`src/include/decode_macros.svh`:
```
`ifndef DECODE_MACROS_SVH
`define DECODE_MACROS_SVH

// datapath and instruction width
`define DATA_W 16

// register file geometry
`define REG_CNT 8
`define REG_SEL_W 3

// bubble word, opcode 00001 with all fields zero
`define NOP_INSTR 16'h0800

// instruction field positions
`define OPC_HI 15
`define OPC_LO 11

// link register used by jal and jalr
`define LINK_REG 3'd7

`endif
```
`src/verilog/decodePkg.sv`:
```
`include "decode_macros.svh"

package decodePkg;

   // opcode field, bits 15:11
   typedef enum logic [4:0] {
      opHalt     = 5'b00000,
      opNop      = 5'b00001,
      opJ        = 5'b00100,
      opJr       = 5'b00101,
      opJal      = 5'b00110,
      opJalr     = 5'b00111,
      opAddi     = 5'b01000,
      opSubi     = 5'b01001,
      opXori     = 5'b01010,
      opAndni    = 5'b01011,
      opBeqz     = 5'b01100,
      opBnez     = 5'b01101,
      opBltz     = 5'b01110,
      opBgez     = 5'b01111,
      opSt       = 5'b10000,
      opLd       = 5'b10001,
      opSlbi     = 5'b10010,
      opStu      = 5'b10011,
      opRoli     = 5'b10100,
      opSlli     = 5'b10101,
      opRori     = 5'b10110,
      opSrli     = 5'b10111,
      opLbi      = 5'b11000,
      opBtr      = 5'b11001,
      opShiftReg = 5'b11010, // rol/sll/ror/srl by func bits
      opAluReg   = 5'b11011, // add/sub/xor/andn by func bits
      opSeq      = 5'b11100,
      opSlt      = 5'b11101,
      opSle      = 5'b11110,
      opSco      = 5'b11111
   } opcodeT;

   // add must stay at 0, it is the reset value at the ex outputs
   typedef enum logic [3:0] {
      aluAdd, aluSub, aluXor, aluAndn,  // func 00..11 of the arith group
      aluRol, aluSll, aluRor, aluSrl,   // func 00..11 of the shift group
      aluSeq, aluSlt, aluSle, aluSco,
      aluBtr, aluPassB, aluSlbi
   } aluOpT;

   typedef enum logic [1:0] {bSrcReg, bSrcImm5, bSrcImm8, bSrcImm11} bSrcT;
   typedef enum logic [1:0] {destHi, destMid, destLo, destLink} regDestT; // 10:8, 7:5, 4:2, r7
   typedef enum logic [1:0] {wbAlu, wbMem, wbPc2} wbSelT;
   typedef enum logic [2:0] {brNone, brEqz, brNez, brLtz, brGez} brchT;

   typedef struct packed {
      logic [`DATA_W-1:0] instr;
      logic               valid;
   } ifIdT;

   typedef struct packed {
      aluOpT                aluOp;
      logic [`DATA_W-1:0]   inA, inB, wrtData, imm8, imm11;
      logic [`REG_SEL_W-1:0] wrtReg;
      logic                 regWrt, memWrt, readEn;
      brchT                 brchSig;
      wbSelT                wbDataSel;
      logic                 immSrc, aluJmp, jalSel;
      logic                 createDump, err, jumpInst;
   } idExT;

endpackage

```
`src/verilog/ctrlIf.sv`:
```
`timescale 1ns/100ps

// control bundle from the opcode table into the decode datapath
interface ctrlIf import decodePkg::*; ();
   bSrcT    bSrc;        // alu B operand source
   logic    zeroSel;     // zero extend imm5/imm8 when set
   regDestT regDestSel;  // destination register field
   logic    stuSel;      // store data from second read port
   logic    regWrt;
   logic    memWrt;
   wbSelT   wbDataSel;
   brchT    brchSig;
   logic    immSrc;      // pc offset is imm11 when set, else imm8
   logic    aluJmp;      // jump target comes from the alu (jr, jalr)
   logic    jalSel;      // link write for jal/jalr
   logic    createDump;  // halt
   logic    err;         // illegal opcode

   modport ctrl (
      output bSrc, zeroSel, regDestSel, stuSel,
      output regWrt, memWrt, wbDataSel, brchSig,
      output immSrc, aluJmp, jalSel, createDump, err
   );

   modport dec (
      input bSrc, zeroSel, regDestSel, stuSel,
      input regWrt, memWrt, wbDataSel, brchSig,
      input immSrc, aluJmp, jalSel, createDump, err
   );
endinterface

```
`src/verilog/decodeTop.sv`:
```
`timescale 1ns/100ps
`include "decode_macros.svh"

module decodeTop import decodePkg::*; (
   input  logic                  clk,
   input  logic                  arstN,
   input  logic                  stall,       // freeze both pipeline registers
   input  logic                  flush,
   input  logic                  instrValid,
   input  logic [`DATA_W-1:0]    instr,
   input  logic [`DATA_W-1:0]    wbData,
   input  logic                  wbRegWrt,
   input  logic [`REG_SEL_W-1:0] wbReg,
   output logic [`DATA_W-1:0]    exInA, exInB, exWrtData, exImm8, exImm11,
   output aluOpT                 exAluOp,
   output logic [`REG_SEL_W-1:0] exWrtReg,
   output logic                  exRegWrt, exMemWrt, exReadEn,
   output brchT                  exBrchSig,
   output wbSelT                 exWbDataSel,
   output logic                  exImmSrc, exAluJmp, exJalSel,
   output logic                  exCreateDump, exErr, exJumpInst
);

   // IF/ID comes out of reset holding an invalid nop
   localparam ifIdT ifIdRst = '{instr: `NOP_INSTR, valid: 1'b0};
   localparam idExT idExRst = '0;

   ifIdT ifIdD, ifIdQ;
   idExT idExD, idExQ;

   assign ifIdD = '{instr: instr, valid: instrValid};

   pipeReg #(.payloadT(ifIdT), .resetVal(ifIdRst)) ifIdReg (
      .clk(clk), .arstN(arstN), .stall(stall), .d(ifIdD), .q(ifIdQ)
   );

   decode i_decode (
      .clk(clk), .arstN(arstN), .flush(flush), .ifId(ifIdQ),
      .wbRegWrt(wbRegWrt), .wbReg(wbReg), .wbData(wbData), .idEx(idExD)
   );

   pipeReg #(.payloadT(idExT), .resetVal(idExRst)) idExReg (
      .clk(clk), .arstN(arstN), .stall(stall), .d(idExD), .q(idExQ)
   );

   assign {exAluOp, exInA, exInB, exWrtData, exImm8, exImm11} =
      {idExQ.aluOp, idExQ.inA, idExQ.inB, idExQ.wrtData, idExQ.imm8, idExQ.imm11};
   assign {exWrtReg, exRegWrt, exMemWrt, exReadEn} =
      {idExQ.wrtReg, idExQ.regWrt, idExQ.memWrt, idExQ.readEn};
   assign exBrchSig    = idExQ.brchSig;
   assign exWbDataSel  = idExQ.wbDataSel;
   assign {exImmSrc, exAluJmp, exJalSel} = {idExQ.immSrc, idExQ.aluJmp, idExQ.jalSel};
   assign {exCreateDump, exErr, exJumpInst} =
      {idExQ.createDump, idExQ.err, idExQ.jumpInst};

endmodule

```
`src/verilog/decode.sv`:
```
`timescale 1ns/100ps
`include "decode_macros.svh"

module decode import decodePkg::*; (
   input  logic                  clk,
   input  logic                  arstN,
   input  logic                  flush,     // squash the instruction in decode
   input  ifIdT                  ifId,
   input  logic                  wbRegWrt,
   input  logic [`REG_SEL_W-1:0] wbReg,
   input  logic [`DATA_W-1:0]    wbData,
   output idExT                  idEx
);

   ctrlIf ctrlBus ();

   logic [`DATA_W-1:0]    inst;  // instruction after bubble insertion
   logic [`DATA_W-1:0]    imm5, imm8, imm11;
   logic [`DATA_W-1:0]    regA, regB, inB;
   logic [`REG_SEL_W-1:0] wrtReg;
   aluOpT                 aluOp;

   // invalid or flushed slot decodes as nop
   assign inst = (ifId.valid && !flush) ? ifId.instr : `NOP_INSTR;

   controlUnit i_controlUnit (.instruction(inst), .ctrl(ctrlBus.ctrl));
   aluOpDecode i_aluOpDecode (.instruction(inst), .aluOp(aluOp));

   regFile i_regFile (
      .clk(clk), .arstN(arstN),
      .rdSelA(inst[10:8]), .rdSelB(inst[7:5]),
      .wrEn(wbRegWrt), .wrSel(wbReg), .wrData(wbData),
      .rdDataA(regA), .rdDataB(regB)
   );

   assign imm5  = ctrlBus.zeroSel ? {{(`DATA_W-5){1'b0}}, inst[4:0]}
                                  : {{(`DATA_W-5){inst[4]}}, inst[4:0]};
   assign imm8  = ctrlBus.zeroSel ? {{(`DATA_W-8){1'b0}}, inst[7:0]}
                                  : {{(`DATA_W-8){inst[7]}}, inst[7:0]};
   assign imm11 = {{(`DATA_W-11){inst[10]}}, inst[10:0]};  // always signed

   always_comb begin
      case (ctrlBus.bSrc)
         bSrcImm5:  inB = imm5;
         bSrcImm8:  inB = imm8;
         bSrcImm11: inB = imm11;
         default:   inB = regB;
      endcase
      case (ctrlBus.regDestSel)
         destHi:  wrtReg = inst[10:8];
         destMid: wrtReg = inst[7:5];
         destLo:  wrtReg = inst[4:2];
         default: wrtReg = `LINK_REG;
      endcase
   end

   always_comb begin
      idEx.aluOp      = aluOp;
      idEx.inA        = regA;
      idEx.inB        = inB;
      idEx.wrtData    = ctrlBus.stuSel ? regB : inB;  // store data
      idEx.imm8       = imm8;
      idEx.imm11      = imm11;
      idEx.wrtReg     = wrtReg;
      idEx.regWrt     = ctrlBus.regWrt;
      idEx.memWrt     = ctrlBus.memWrt;
      idEx.readEn     = (ctrlBus.wbDataSel == wbMem);  // loads only
      idEx.brchSig    = ctrlBus.brchSig;
      idEx.wbDataSel  = ctrlBus.wbDataSel;
      idEx.immSrc     = ctrlBus.immSrc;
      idEx.aluJmp     = ctrlBus.aluJmp;
      idEx.jalSel     = ctrlBus.jalSel;
      idEx.createDump = ctrlBus.createDump;
      idEx.err        = ctrlBus.err;
      idEx.jumpInst   = (inst[15:13] == 3'b001);  // j, jr, jal, jalr
   end

endmodule

```
`src/verilog/pipeReg.sv`:
```
`timescale 1ns/100ps

// generic pipeline register, holds while stall is high
module pipeReg #(
   parameter type     payloadT = logic,
   parameter payloadT resetVal = '0
) (
   input  logic    clk,
   input  logic    arstN,
   input  logic    stall,
   input  payloadT d,
   output payloadT q
);

   always_ff @(posedge clk or negedge arstN) begin
      if (!arstN) begin
         q <= resetVal;
      end else if (!stall) begin
         q <= d;
      end
   end

endmodule

```
`src/verilog/regFile.sv`:
```
`timescale 1ns/100ps
`include "decode_macros.svh"

// 2 read, 1 write register file, reads see the pre-write value
module regFile (
   input  logic                  clk,
   input  logic                  arstN,
   input  logic [`REG_SEL_W-1:0] rdSelA,
   input  logic [`REG_SEL_W-1:0] rdSelB,
   input  logic                  wrEn,
   input  logic [`REG_SEL_W-1:0] wrSel,
   input  logic [`DATA_W-1:0]    wrData,
   output logic [`DATA_W-1:0]    rdDataA,
   output logic [`DATA_W-1:0]    rdDataB
);

   logic [`DATA_W-1:0] regs [`REG_CNT];

   always_ff @(posedge clk or negedge arstN) begin
      if (!arstN) begin
         for (int i = 0; i < `REG_CNT; i++) begin
            regs[i] <= '0;
         end
      end else if (wrEn) begin
         regs[wrSel] <= wrData;
      end
   end

   // no bypass from the write port
   assign rdDataA = regs[rdSelA];
   assign rdDataB = regs[rdSelB];

endmodule

```
`src/verilog/aluOpDecode.sv`:
```
`timescale 1ns/100ps
`include "decode_macros.svh"

module aluOpDecode import decodePkg::*; (
   input  logic [`DATA_W-1:0] instruction,
   output aluOpT              aluOp
);

   opcodeT     opcode;
   logic [1:0] func;  // R format function bits

   assign opcode = opcodeT'(instruction[`OPC_HI:`OPC_LO]);
   assign func   = instruction[1:0];

   always_comb begin
      case (opcode)
         // address and jump target arithmetic
         opAddi, opSt, opLd, opStu, opJr, opJalr: aluOp = aluAdd;
         opSubi:  aluOp = aluSub;
         opXori:  aluOp = aluXor;
         opAndni: aluOp = aluAndn;
         opRoli:  aluOp = aluRol;
         opSlli:  aluOp = aluSll;
         opRori:  aluOp = aluRor;
         opSrli:  aluOp = aluSrl;
         // func indexes straight into each group of four
         opAluReg:   aluOp = aluOpT'({2'b00, func});
         opShiftReg: aluOp = aluOpT'({2'b01, func});
         opSeq: aluOp = aluSeq;
         opSlt: aluOp = aluSlt;
         opSle: aluOp = aluSle;
         opSco: aluOp = aluSco;
         opBtr: aluOp = aluBtr;
         opLbi, opBeqz, opBnez, opBltz, opBgez: aluOp = aluPassB;
         opSlbi: aluOp = aluSlbi;
         default: aluOp = aluAdd;  // halt, nop, j, jal, illegal
      endcase
   end

endmodule

```
`src/verilog/controlUnit.sv`:
```
`timescale 1ns/100ps
`include "decode_macros.svh"

module controlUnit import decodePkg::*; (
   input logic [`DATA_W-1:0] instruction,
   ctrlIf.ctrl               ctrl
);

   opcodeT opcode;

   assign opcode = opcodeT'(instruction[`OPC_HI:`OPC_LO]);

   always_comb begin
      // defaults are the NOP decode
      ctrl.bSrc       = bSrcReg;
      ctrl.zeroSel    = 1'b0;
      ctrl.regDestSel = destLo;
      ctrl.stuSel     = 1'b0;
      ctrl.regWrt     = 1'b0;
      ctrl.memWrt     = 1'b0;
      ctrl.wbDataSel  = wbAlu;
      ctrl.brchSig    = brNone;
      ctrl.immSrc     = 1'b0;
      ctrl.aluJmp     = 1'b0;
      ctrl.jalSel     = 1'b0;
      ctrl.createDump = 1'b0;
      ctrl.err        = 1'b0;
      case (opcode)
         opHalt: ctrl.createDump = 1'b1;
         opNop: ctrl.regWrt = 1'b0;  // bubble, nothing enabled
         // rd <- rs op imm5, signed immediate
         opAddi, opSubi: begin
            ctrl.bSrc       = bSrcImm5;
            ctrl.regDestSel = destMid;
            ctrl.regWrt     = 1'b1;
         end
         // logic and shift immediates are unsigned
         opXori, opAndni, opRoli, opSlli, opRori, opSrli: begin
            ctrl.bSrc       = bSrcImm5;
            ctrl.zeroSel    = 1'b1;
            ctrl.regDestSel = destMid;
            ctrl.regWrt     = 1'b1;
         end
         opSt: begin
            ctrl.bSrc   = bSrcImm5;  // address = rs + imm5
            ctrl.stuSel = 1'b1;      // data is rd from read port B
            ctrl.memWrt = 1'b1;
         end
         opLd: begin
            ctrl.bSrc       = bSrcImm5;
            ctrl.regDestSel = destMid;
            ctrl.regWrt     = 1'b1;
            ctrl.wbDataSel  = wbMem;
         end
         opStu: begin
            ctrl.bSrc       = bSrcImm5;
            ctrl.stuSel     = 1'b1;
            ctrl.memWrt     = 1'b1;
            ctrl.regDestSel = destHi;  // rs gets the updated address
            ctrl.regWrt     = 1'b1;
         end
         // R format, result into bits 4:2
         opBtr, opAluReg, opShiftReg, opSeq, opSlt, opSle, opSco: begin
            ctrl.regDestSel = destLo;
            ctrl.regWrt     = 1'b1;
         end
         opBeqz: ctrl.brchSig = brEqz;
         opBnez: ctrl.brchSig = brNez;
         opBltz: ctrl.brchSig = brLtz;
         opBgez: ctrl.brchSig = brGez;
         opLbi: begin
            ctrl.bSrc       = bSrcImm8;  // sign extended
            ctrl.regDestSel = destHi;
            ctrl.regWrt     = 1'b1;
         end
         opSlbi: begin
            ctrl.bSrc       = bSrcImm8;
            ctrl.zeroSel    = 1'b1;
            ctrl.regDestSel = destHi;
            ctrl.regWrt     = 1'b1;
         end
         opJ: ctrl.immSrc = 1'b1;  // pc + 2 + imm11
         opJal: begin
            ctrl.immSrc     = 1'b1;
            ctrl.jalSel     = 1'b1;
            ctrl.regDestSel = destLink;
            ctrl.regWrt     = 1'b1;
            ctrl.wbDataSel  = wbPc2;
         end
         opJr: begin
            ctrl.bSrc   = bSrcImm8;  // target = rs + imm8
            ctrl.aluJmp = 1'b1;
         end
         opJalr: begin
            ctrl.bSrc       = bSrcImm8;
            ctrl.aluJmp     = 1'b1;
            ctrl.jalSel     = 1'b1;
            ctrl.regDestSel = destLink;
            ctrl.regWrt     = 1'b1;
            ctrl.wbDataSel  = wbPc2;
         end
         default: ctrl.err = 1'b1;  // no write of any kind
      endcase
   end

endmodule

```
`config.mk`:
```
export PLATFORM = sky130hd
export DESIGN_NAME = decodeTop
export DESIGN_NICKNAME = d
export VERILOG_FILES = /design/src/verilog/decodePkg.sv /design/src/verilog/ctrlIf.sv /design/src/verilog/decodeTop.sv /design/src/verilog/decode.sv /design/src/verilog/pipeReg.sv /design/src/verilog/regFile.sv /design/src/verilog/aluOpDecode.sv /design/src/verilog/controlUnit.sv
export VERILOG_INCLUDE_DIRS = /design/src /design/src/include
export SDC_FILE = /design/constraint.sdc
export NUM_CORES = 1
export LEC_CHECK = 0
export ABC_AREA = 1
export BUFFER_PORTS_ARGS = -buffer_cell sky130_fd_sc_hd__buf_2
export CAP_MARGIN = 20
export CORE_ASPECT_RATIO = 0.6
export CORE_MARGIN = 3
export CORE_UTILIZATION = 52
export CTS_BUF_LIST = sky130_fd_sc_hd__clkbuf_8
export CTS_CLUSTER_SIZE = 8
export DETAILED_ROUTE_END_ITERATION = 16
export PLACE_DENSITY = 0.69
export SLEW_MARGIN = 20
export SYNTH_ARGS = -nofsm -noshare
export SYNTH_HDL_FRONTEND = slang
export SYNTH_HIERARCHICAL = 1
export SYNTH_SLANG_ARGS = --single-unit
```
`constraint.sdc`:
```
create_clock -name clk -period 3.15 [get_ports clk]
set_input_delay 0.1575 -clock clk [delete_from_list [all_inputs] [get_ports clk]]
set_output_delay 0.1575 -clock clk [all_outputs]
set_load 0.1 [all_outputs]
```
==> impl_metrics.ini, run 1 <==
[run_status]
status = finished, final reports clean

[setup_path]
critPathLaunchType = flop
path_class = flop to flop
rr_worst_depth = 8
critPathCaptureType = flop
reg2reg_slack_ps = 300
crit_start = ifIdReg/q[0]
critical_path_required_ps = 3620
critical_path.max_fanout = 10
r2r_start = ifIdReg/q[0]
crit-reg2reg-capture = idExReg/q[47]
crit_end = idExReg/q[47]
cp.arrival_ps = 3310

[sta]
fin_ws_ps = 302
rsz0062_at_grt = no
min_period_ps = 2850
finalSetupViolations = 0
drv_slew = 0
max_slew_margin_pct = 26.3
min_period_over_period_pct = 90.4
timing.setup.tns_ps = 0
finalHoldViolCount = 0
tightest_slew_ps = 1100
fin_skew_ps = 30.3
max_freq_mhz = 351

[floorplanning]
die_area_um2 = 28300
start_util_pct = 53.4
die_x_um = 215
num_rows = 45
io-pin-count = 142
fp.dieH_um = 132
core_um2 = 25600

[cells_and_area]
drive_gt1_share_pct = 13.3
area_delta_synth_final_pct = 11.9
nFillCells = 2433
fin_area_um2 = 15300
nets = 2127
fin_util_pct = 59.8
num_antenna_cells = 0

[synth]
synth_top_area_share_pct = 44.9
synth_cells = 1979
syn-cell-area_um2 = 13700
syn_area_per_cell_um2 = 6.90
synth_nets = 2020
yosys_warnings = 6
seq_area_frac_synth_pct = 45.1
synth_top_area_cell = dfrtp_1
synth_area_leaders = dfrtp_1 (45%), nand2_1 (27%), nand3_1 (6.2%)
ys_ff_latch = 246
synth.distinct_cells = 34

[placed_design]
dpl_worst_slack_ps = 226
port_buffers = 141
place.gp.congestion = 0.874
place_hpwl_um = 28000
place_area_um2 = 14200

[cts]
cts_made_buffers = 39
clkTransAtPathRegs_ps = 60
cts_max_level = 2
clock_latency_ps = 550
clockRootBuffer = clkbuf_8
clockBufferDepth = 3
cts_tree = done
clock_sinks = 246

[pwr]
cell_internal_pwr_uw = 5630
pwr-share-clk_pct = 25.2
switchingPower_uw = 4130
p_leak_uw = 0.00897
power_per_cell_area_nw_per_um2 = 638
switching_share_pct = 42.3
total_power_uw = 9760
p_comb_share_pct = 34.4
seqPwrFrac_pct = 40.4
vdd_drop_max_v = 0.000403

[global_route]
grt_use_total_pct = 29.9
grt_pass1_vias = 12000
grt_remaining_overflow = 0
grt_max_degree = 87
grt_antenna_before_repair = 0
grt_pass1_wl_um = 67300

[drt]
vias_per_cell = 5.26
route.vias.total = 12900
first_pass_iters = 6
drt_iter0_drc = 1584
wl_per_cell_um = 17.2
drcViolationCount = 0
postRouteWirelength_um = 42200
ant_nets = 0

[flow_run]
drv_cap = 0

[hold_path]
hold_depth = 3
hold_path_class = input port to flop
## cells in the mapped netlist
cell	instances
nor2_1	42
o21ai_2	3
nor2_2	10
dfrtp_1	245
nor4_1	1
inv_1	190
o21ai_1	6
dfstp_2	1
inv_2	10
nor2_8	1
buf_1	2
o211ai_1	1
nand3b_1	1
or2_1	4
and2_1	1
a21oi_1	1
nand3_2	12
nor3_4	1
buf_8	1
nand3_1	168
clkbuf_2	4
clkbuf_8	1
nand2_2	9
inv_8	1
nand4_1	1
nor2_4	4
buf_6	11
o21ai_0	132
nand2_1	989
nor3_1	2
nand3_4	1
buf_4	53
clkbuf_1	21
buf_2	49
## worst min path at each step
stage / end / slack (ps) / startpoint
floorplan: i_decode/i_regFile/regs[0] / -140 / arstN
global placement: i_decode/i_regFile/regs[80] / 180 / arstN
detailed placement: i_decode/i_regFile/regs[126] / 180 / arstN
CTS: idExReg/q[16] / 20 / stall
global route: idExReg/q[82] / 50 / stall
finish: idExReg/q[16] / 40 / stall
## worst max-delay path, stage by stage (launching register included)
cell      delay, ps
dfrtp_1         450
nand2_2         210
nor2_1          320
nor2_1          180
nand3_1         160
o211ai_1        260
nor3_1          960
nand2_1         130
nand2_1          90
## stage by stage
step | cells | hold WS [ps]
2_1_floorplan | 1979 | -138
3_3_place_gp | 2358 | 183
3_5_place_dp | 2359 | 182
4_1_cts | 2454 | 17.2
5_1_grt | 2457 | 54.5
6_report | 2457 | 44.3
## cells by family after synthesis
kind of cell    after synthesis  synth area share [%]
compound gates              143                  5.34
buf+inv                     343                  12.2
simple gates               1247                  37.4
flops                       246                  45.1
## placed cells by master (no fill, tap or decap)
master / n
o21ai_0: 131
nor2_2: 11
or2_4: 1
and2_1: 1
inv_1: 204
o21ai_1: 7
nor2_8: 1
nand3_2: 12
nand3_4: 1
buf_2: 139
clkinvlp_4: 1
clkinv_2: 1
clkbuf_8: 43
o211ai_1: 1
buf_8: 2
nor3_1: 2
nand3_1: 168
nor3_4: 1
buf_4: 25
dfstp_2: 1
dfrtp_1: 245
o21ai_2: 3
nand4_1: 1
nand3b_1: 1
nand2_1: 985
or2_1: 3
nand2_2: 13
nor2_1: 40
nor2_4: 5
a21oi_1: 1
inv_8: 1
nor4_1: 1
dlygate4sd3_1: 35
buf_12: 7
inv_2: 11
## flip-flops by register name, summed over array words and instances, names as in the netlist
| name | cells |
|---|---|
| i_decode/i_regFile/regs | 128 |
| idExReg/q | 101 |
| ifIdReg/q | 17 |
## what timing repair did
item	CTS	global route
hold buffers	35	0
resized for setup	0	1
endpoints found under the setup margin	0	19
buffers inserted	0	3
endpoints found under the hold margin	118	0
## area by class of cell
type	instances	area (um^2)	share of cell area, %
multi-input combinational	1390	5860	38.3
clock inverter	17	68.8	0.450
inverter	201	762	4.98
tap	352	440	2.88
clock buffer	43	592	3.87
sequential	246	6160	40.3
timing repair buffer	208	1400	9.18
## metal layers
metal,GRT usage [%],share of wire (%),wire length [um]
met4,8.14,2.3,986
met1,47.1,47,19900
met3,9.27,12,4990
met5,0,0,0
met2,38.9,39,16400
## power groups by stage
stage / logic [uW] / registers [uW] / clock network (uW)
finish: 3350 / 3940 / 2460
global route: 3640 / 4000 / 2660
CTS: 3320 / 3940 / 2520
detailed placement: 3270 / 3980 / 0
global placement: 3220 / 3970 / 0
floorplan: 1310 / 5190 / 0
(Power assumes the default switching activity.)
==> inputs of run 2 (changes only) <==
--- a/config.mk
+++ b/config.mk
@@ -9,13 +9,15 @@
 export ABC_AREA = 1
 export BUFFER_PORTS_ARGS = -buffer_cell sky130_fd_sc_hd__buf_2
 export CAP_MARGIN = 20
+export CELL_PAD_IN_SITES_DETAIL_PLACEMENT = 1
+export CELL_PAD_IN_SITES_GLOBAL_PLACEMENT = 2
 export CORE_ASPECT_RATIO = 0.6
 export CORE_MARGIN = 3
-export CORE_UTILIZATION = 52
+export CORE_UTILIZATION = 35
 export CTS_BUF_LIST = sky130_fd_sc_hd__clkbuf_8
 export CTS_CLUSTER_SIZE = 8
 export DETAILED_ROUTE_END_ITERATION = 16
-export PLACE_DENSITY = 0.69
+export PLACE_DENSITY = 0.81
 export SLEW_MARGIN = 20
 export SYNTH_ARGS = -nofsm -noshare
 export SYNTH_HDL_FRONTEND = slang
==> run 2 against run 1 <==
Global-route usage shrank 5.0 points. Highest routed layer unchanged. First-iteration DRC count shrank 43%. Sequential power is essentially flat. Core utilization shrank 19 points.
==> impl_metrics.ini, run 2 (synthesis gave the netlist of run 1 again) <==
[global_route]
grt_pass1_wl_um = 80700
grt_use_total_pct = 24.9
grt_antenna_before_repair = 0
grt_max_degree = 101
grt_remaining_overflow = 0
grt_pass1_vias = 13700

[run_status]
status = finished, final reports clean

[setup_path]
slowest_delay_ps = 460
path_class = flop to flop
crit_start = ifIdReg/q[0]
critical_path_required_ps = 3660
crit_top_cell = nand2_1
reg2reg_slack_ps = 200
cp.arrival_ps = 3460
critPathLaunchType = flop
r2r_start = ifIdReg/q[0]
crit-reg2reg-capture = idExReg/q[59]
crit_end = idExReg/q[59]
rr_worst_depth = 14
critical_path.max_fanout = 13
path_cells = nand2_2 -> or2_2 -> nor2_1 -> nand3_1 -> nand3_1 -> buf_4 -> nand2_2 -> nor2_4 -> nor2_8 -> nand3_2 -> nand2_1 -> nand2_1 -> nand2_1 -> nand2_1
critPathCaptureType = flop
cp_slowest_cell = dfrtp_1

[cells_and_area]
fin_util_pct = 41.2
area_delta_synth_final_pct = 14.7
final_cell_mix = nand2_1 (989), dfrtp_1 (245), inv_1 (204)
top_regs = i_decode/i_regFile/regs x128, idExReg/q x101, ifIdReg/q x17
largest_reg_flops = 128
regMostFlops = i_decode/i_regFile/regs
fin_area_um2 = 15700
nets = 2141
final_cells = 2639
num_antenna_cells = 0
final_common_cell = nand2_1
drive_gt1_share_pct = 14.0

[sta]
tightest_slew_ps = 865
whs_ps = 81.5
max_slew_margin_pct = 42.3
min_period_ps = 2950
rsz0062_at_grt = no
max_freq_mhz = 339
finalSetupViolations = 0
fin_skew_ps = 20.5
timing.setup.tns_ps = 0
drv_slew = 0
finalHoldViolCount = 0
min_period_over_period_pct = 93.8

[hold_path]
hold_path_class = input port to flop

[floorplanning]
fp.dieH_um = 159
start_util_pct = 35.9
num_rows = 55
core_um2 = 38100
io-pin-count = 142
die_area_um2 = 41500
die_x_um = 261

[drt]
drt_iter0_drc = 904
wl_met3_um = 2710
top_layer_used = met4
ant_nets = 0
route.vias.total = 13000
wl_per_cell_um = 19.2
vias_per_cell = 4.93
postRouteWirelength_um = 50700
met1_length_um = 26100
drcViolationCount = 0
wl_met2_um = 20900
first_pass_iters = 5

[pwr]
power_per_cell_area_nw_per_um2 = 651
vdd_drop_max_v = 0.000309
p_leak_uw = 0.00907

[cts]
cts_made_buffers = 41
clock_latency_ps = 590
clkTransAtPathRegs_ps = 70
cts_max_level = 2
clockBufferDepth = 3
clock_sinks = 246
clockRootBuffer = clkbuf_8
cts_tree = done

[placed_design]
placed_cells = 2535
port_buffers = 141
place.gp.congestion = 0.831
place_area_um2 = 14500
place_hpwl_um = 34300

[flow_run]
drv_cap = 0
## run 2: changes by cell type in the layout (fill, tap and decap cells not counted), moves of 4 or more
| cell | delta |
|---|---|
| buf_4 | +15 |
| nand2_2 | -4 |
| nand2_1 | +4 |
| clkbuf_8 | +7 |
## run 2: final cells by class
| type | count | area, um^2 |
|---|---|---|
| clock buffers | 50 | 688 |
| clock inverters | 19 | 87.6 |
| fillers | 4901 | 22400 |
| inverters | 201 | 762 |
| multi-input cells | 1390 | 5850 |
| flip-flops and latches | 246 | 6160 |
| well taps | 513 | 642 |
| repair buffers | 220 | 1470 |
## run 2: where the power goes
group          internal [uW]  switching [uW]
Combinational            731            2700
Sequential              3660             291
Clock                   1430            1390
Total                   5820            4380
## run 2: how the worst min path moves through the flow
stage,depth (start not counted),from,end,slack (ps)
floorplan,0,arstN,i_decode/i_regFile/regs[0],-140
global placement,1,arstN,i_decode/i_regFile/regs[89],280
detailed placement,1,arstN,i_decode/i_regFile/regs[25],300
CTS,3,stall,idExReg/q[49],40
global route,3,stall,ifIdReg/q[2],90
finish,3,stall,ifIdReg/q[4],80
## run 2: routing by layer
metal	track usage, %	vias to the layer above
met3	4.96	77
li1	-	6227
met2	36.1	255
met1	38.1	6460
met5	0	-
met4	5.56	0
## run 2: critical path, delay by kind of cell (launching register included)
family / cells / cell delay [ps]
simple gates: 13 / 2170
flops: 1 / 460
buf+inv: 1 / 240
## run 2: timing repair
item,CTS,global route
endpoints found under the hold margin,183,0
setup buffers,0,1
endpoints found under the setup margin,0,19
hold buffers,34,0
resized for setup,0,1
## run 2: metrics by stage
| step | setup slack [ps] | total power [uW] |
|---|---|---|
| after detailed placement | 166 | 7400 |
| after global routing | 19.7 | 10800 |
| after global placement | 308 | 7320 |
| final | 196 | 10200 |
| after floorplan | 392 | 6500 |
| after CTS | 154 | 10300 |
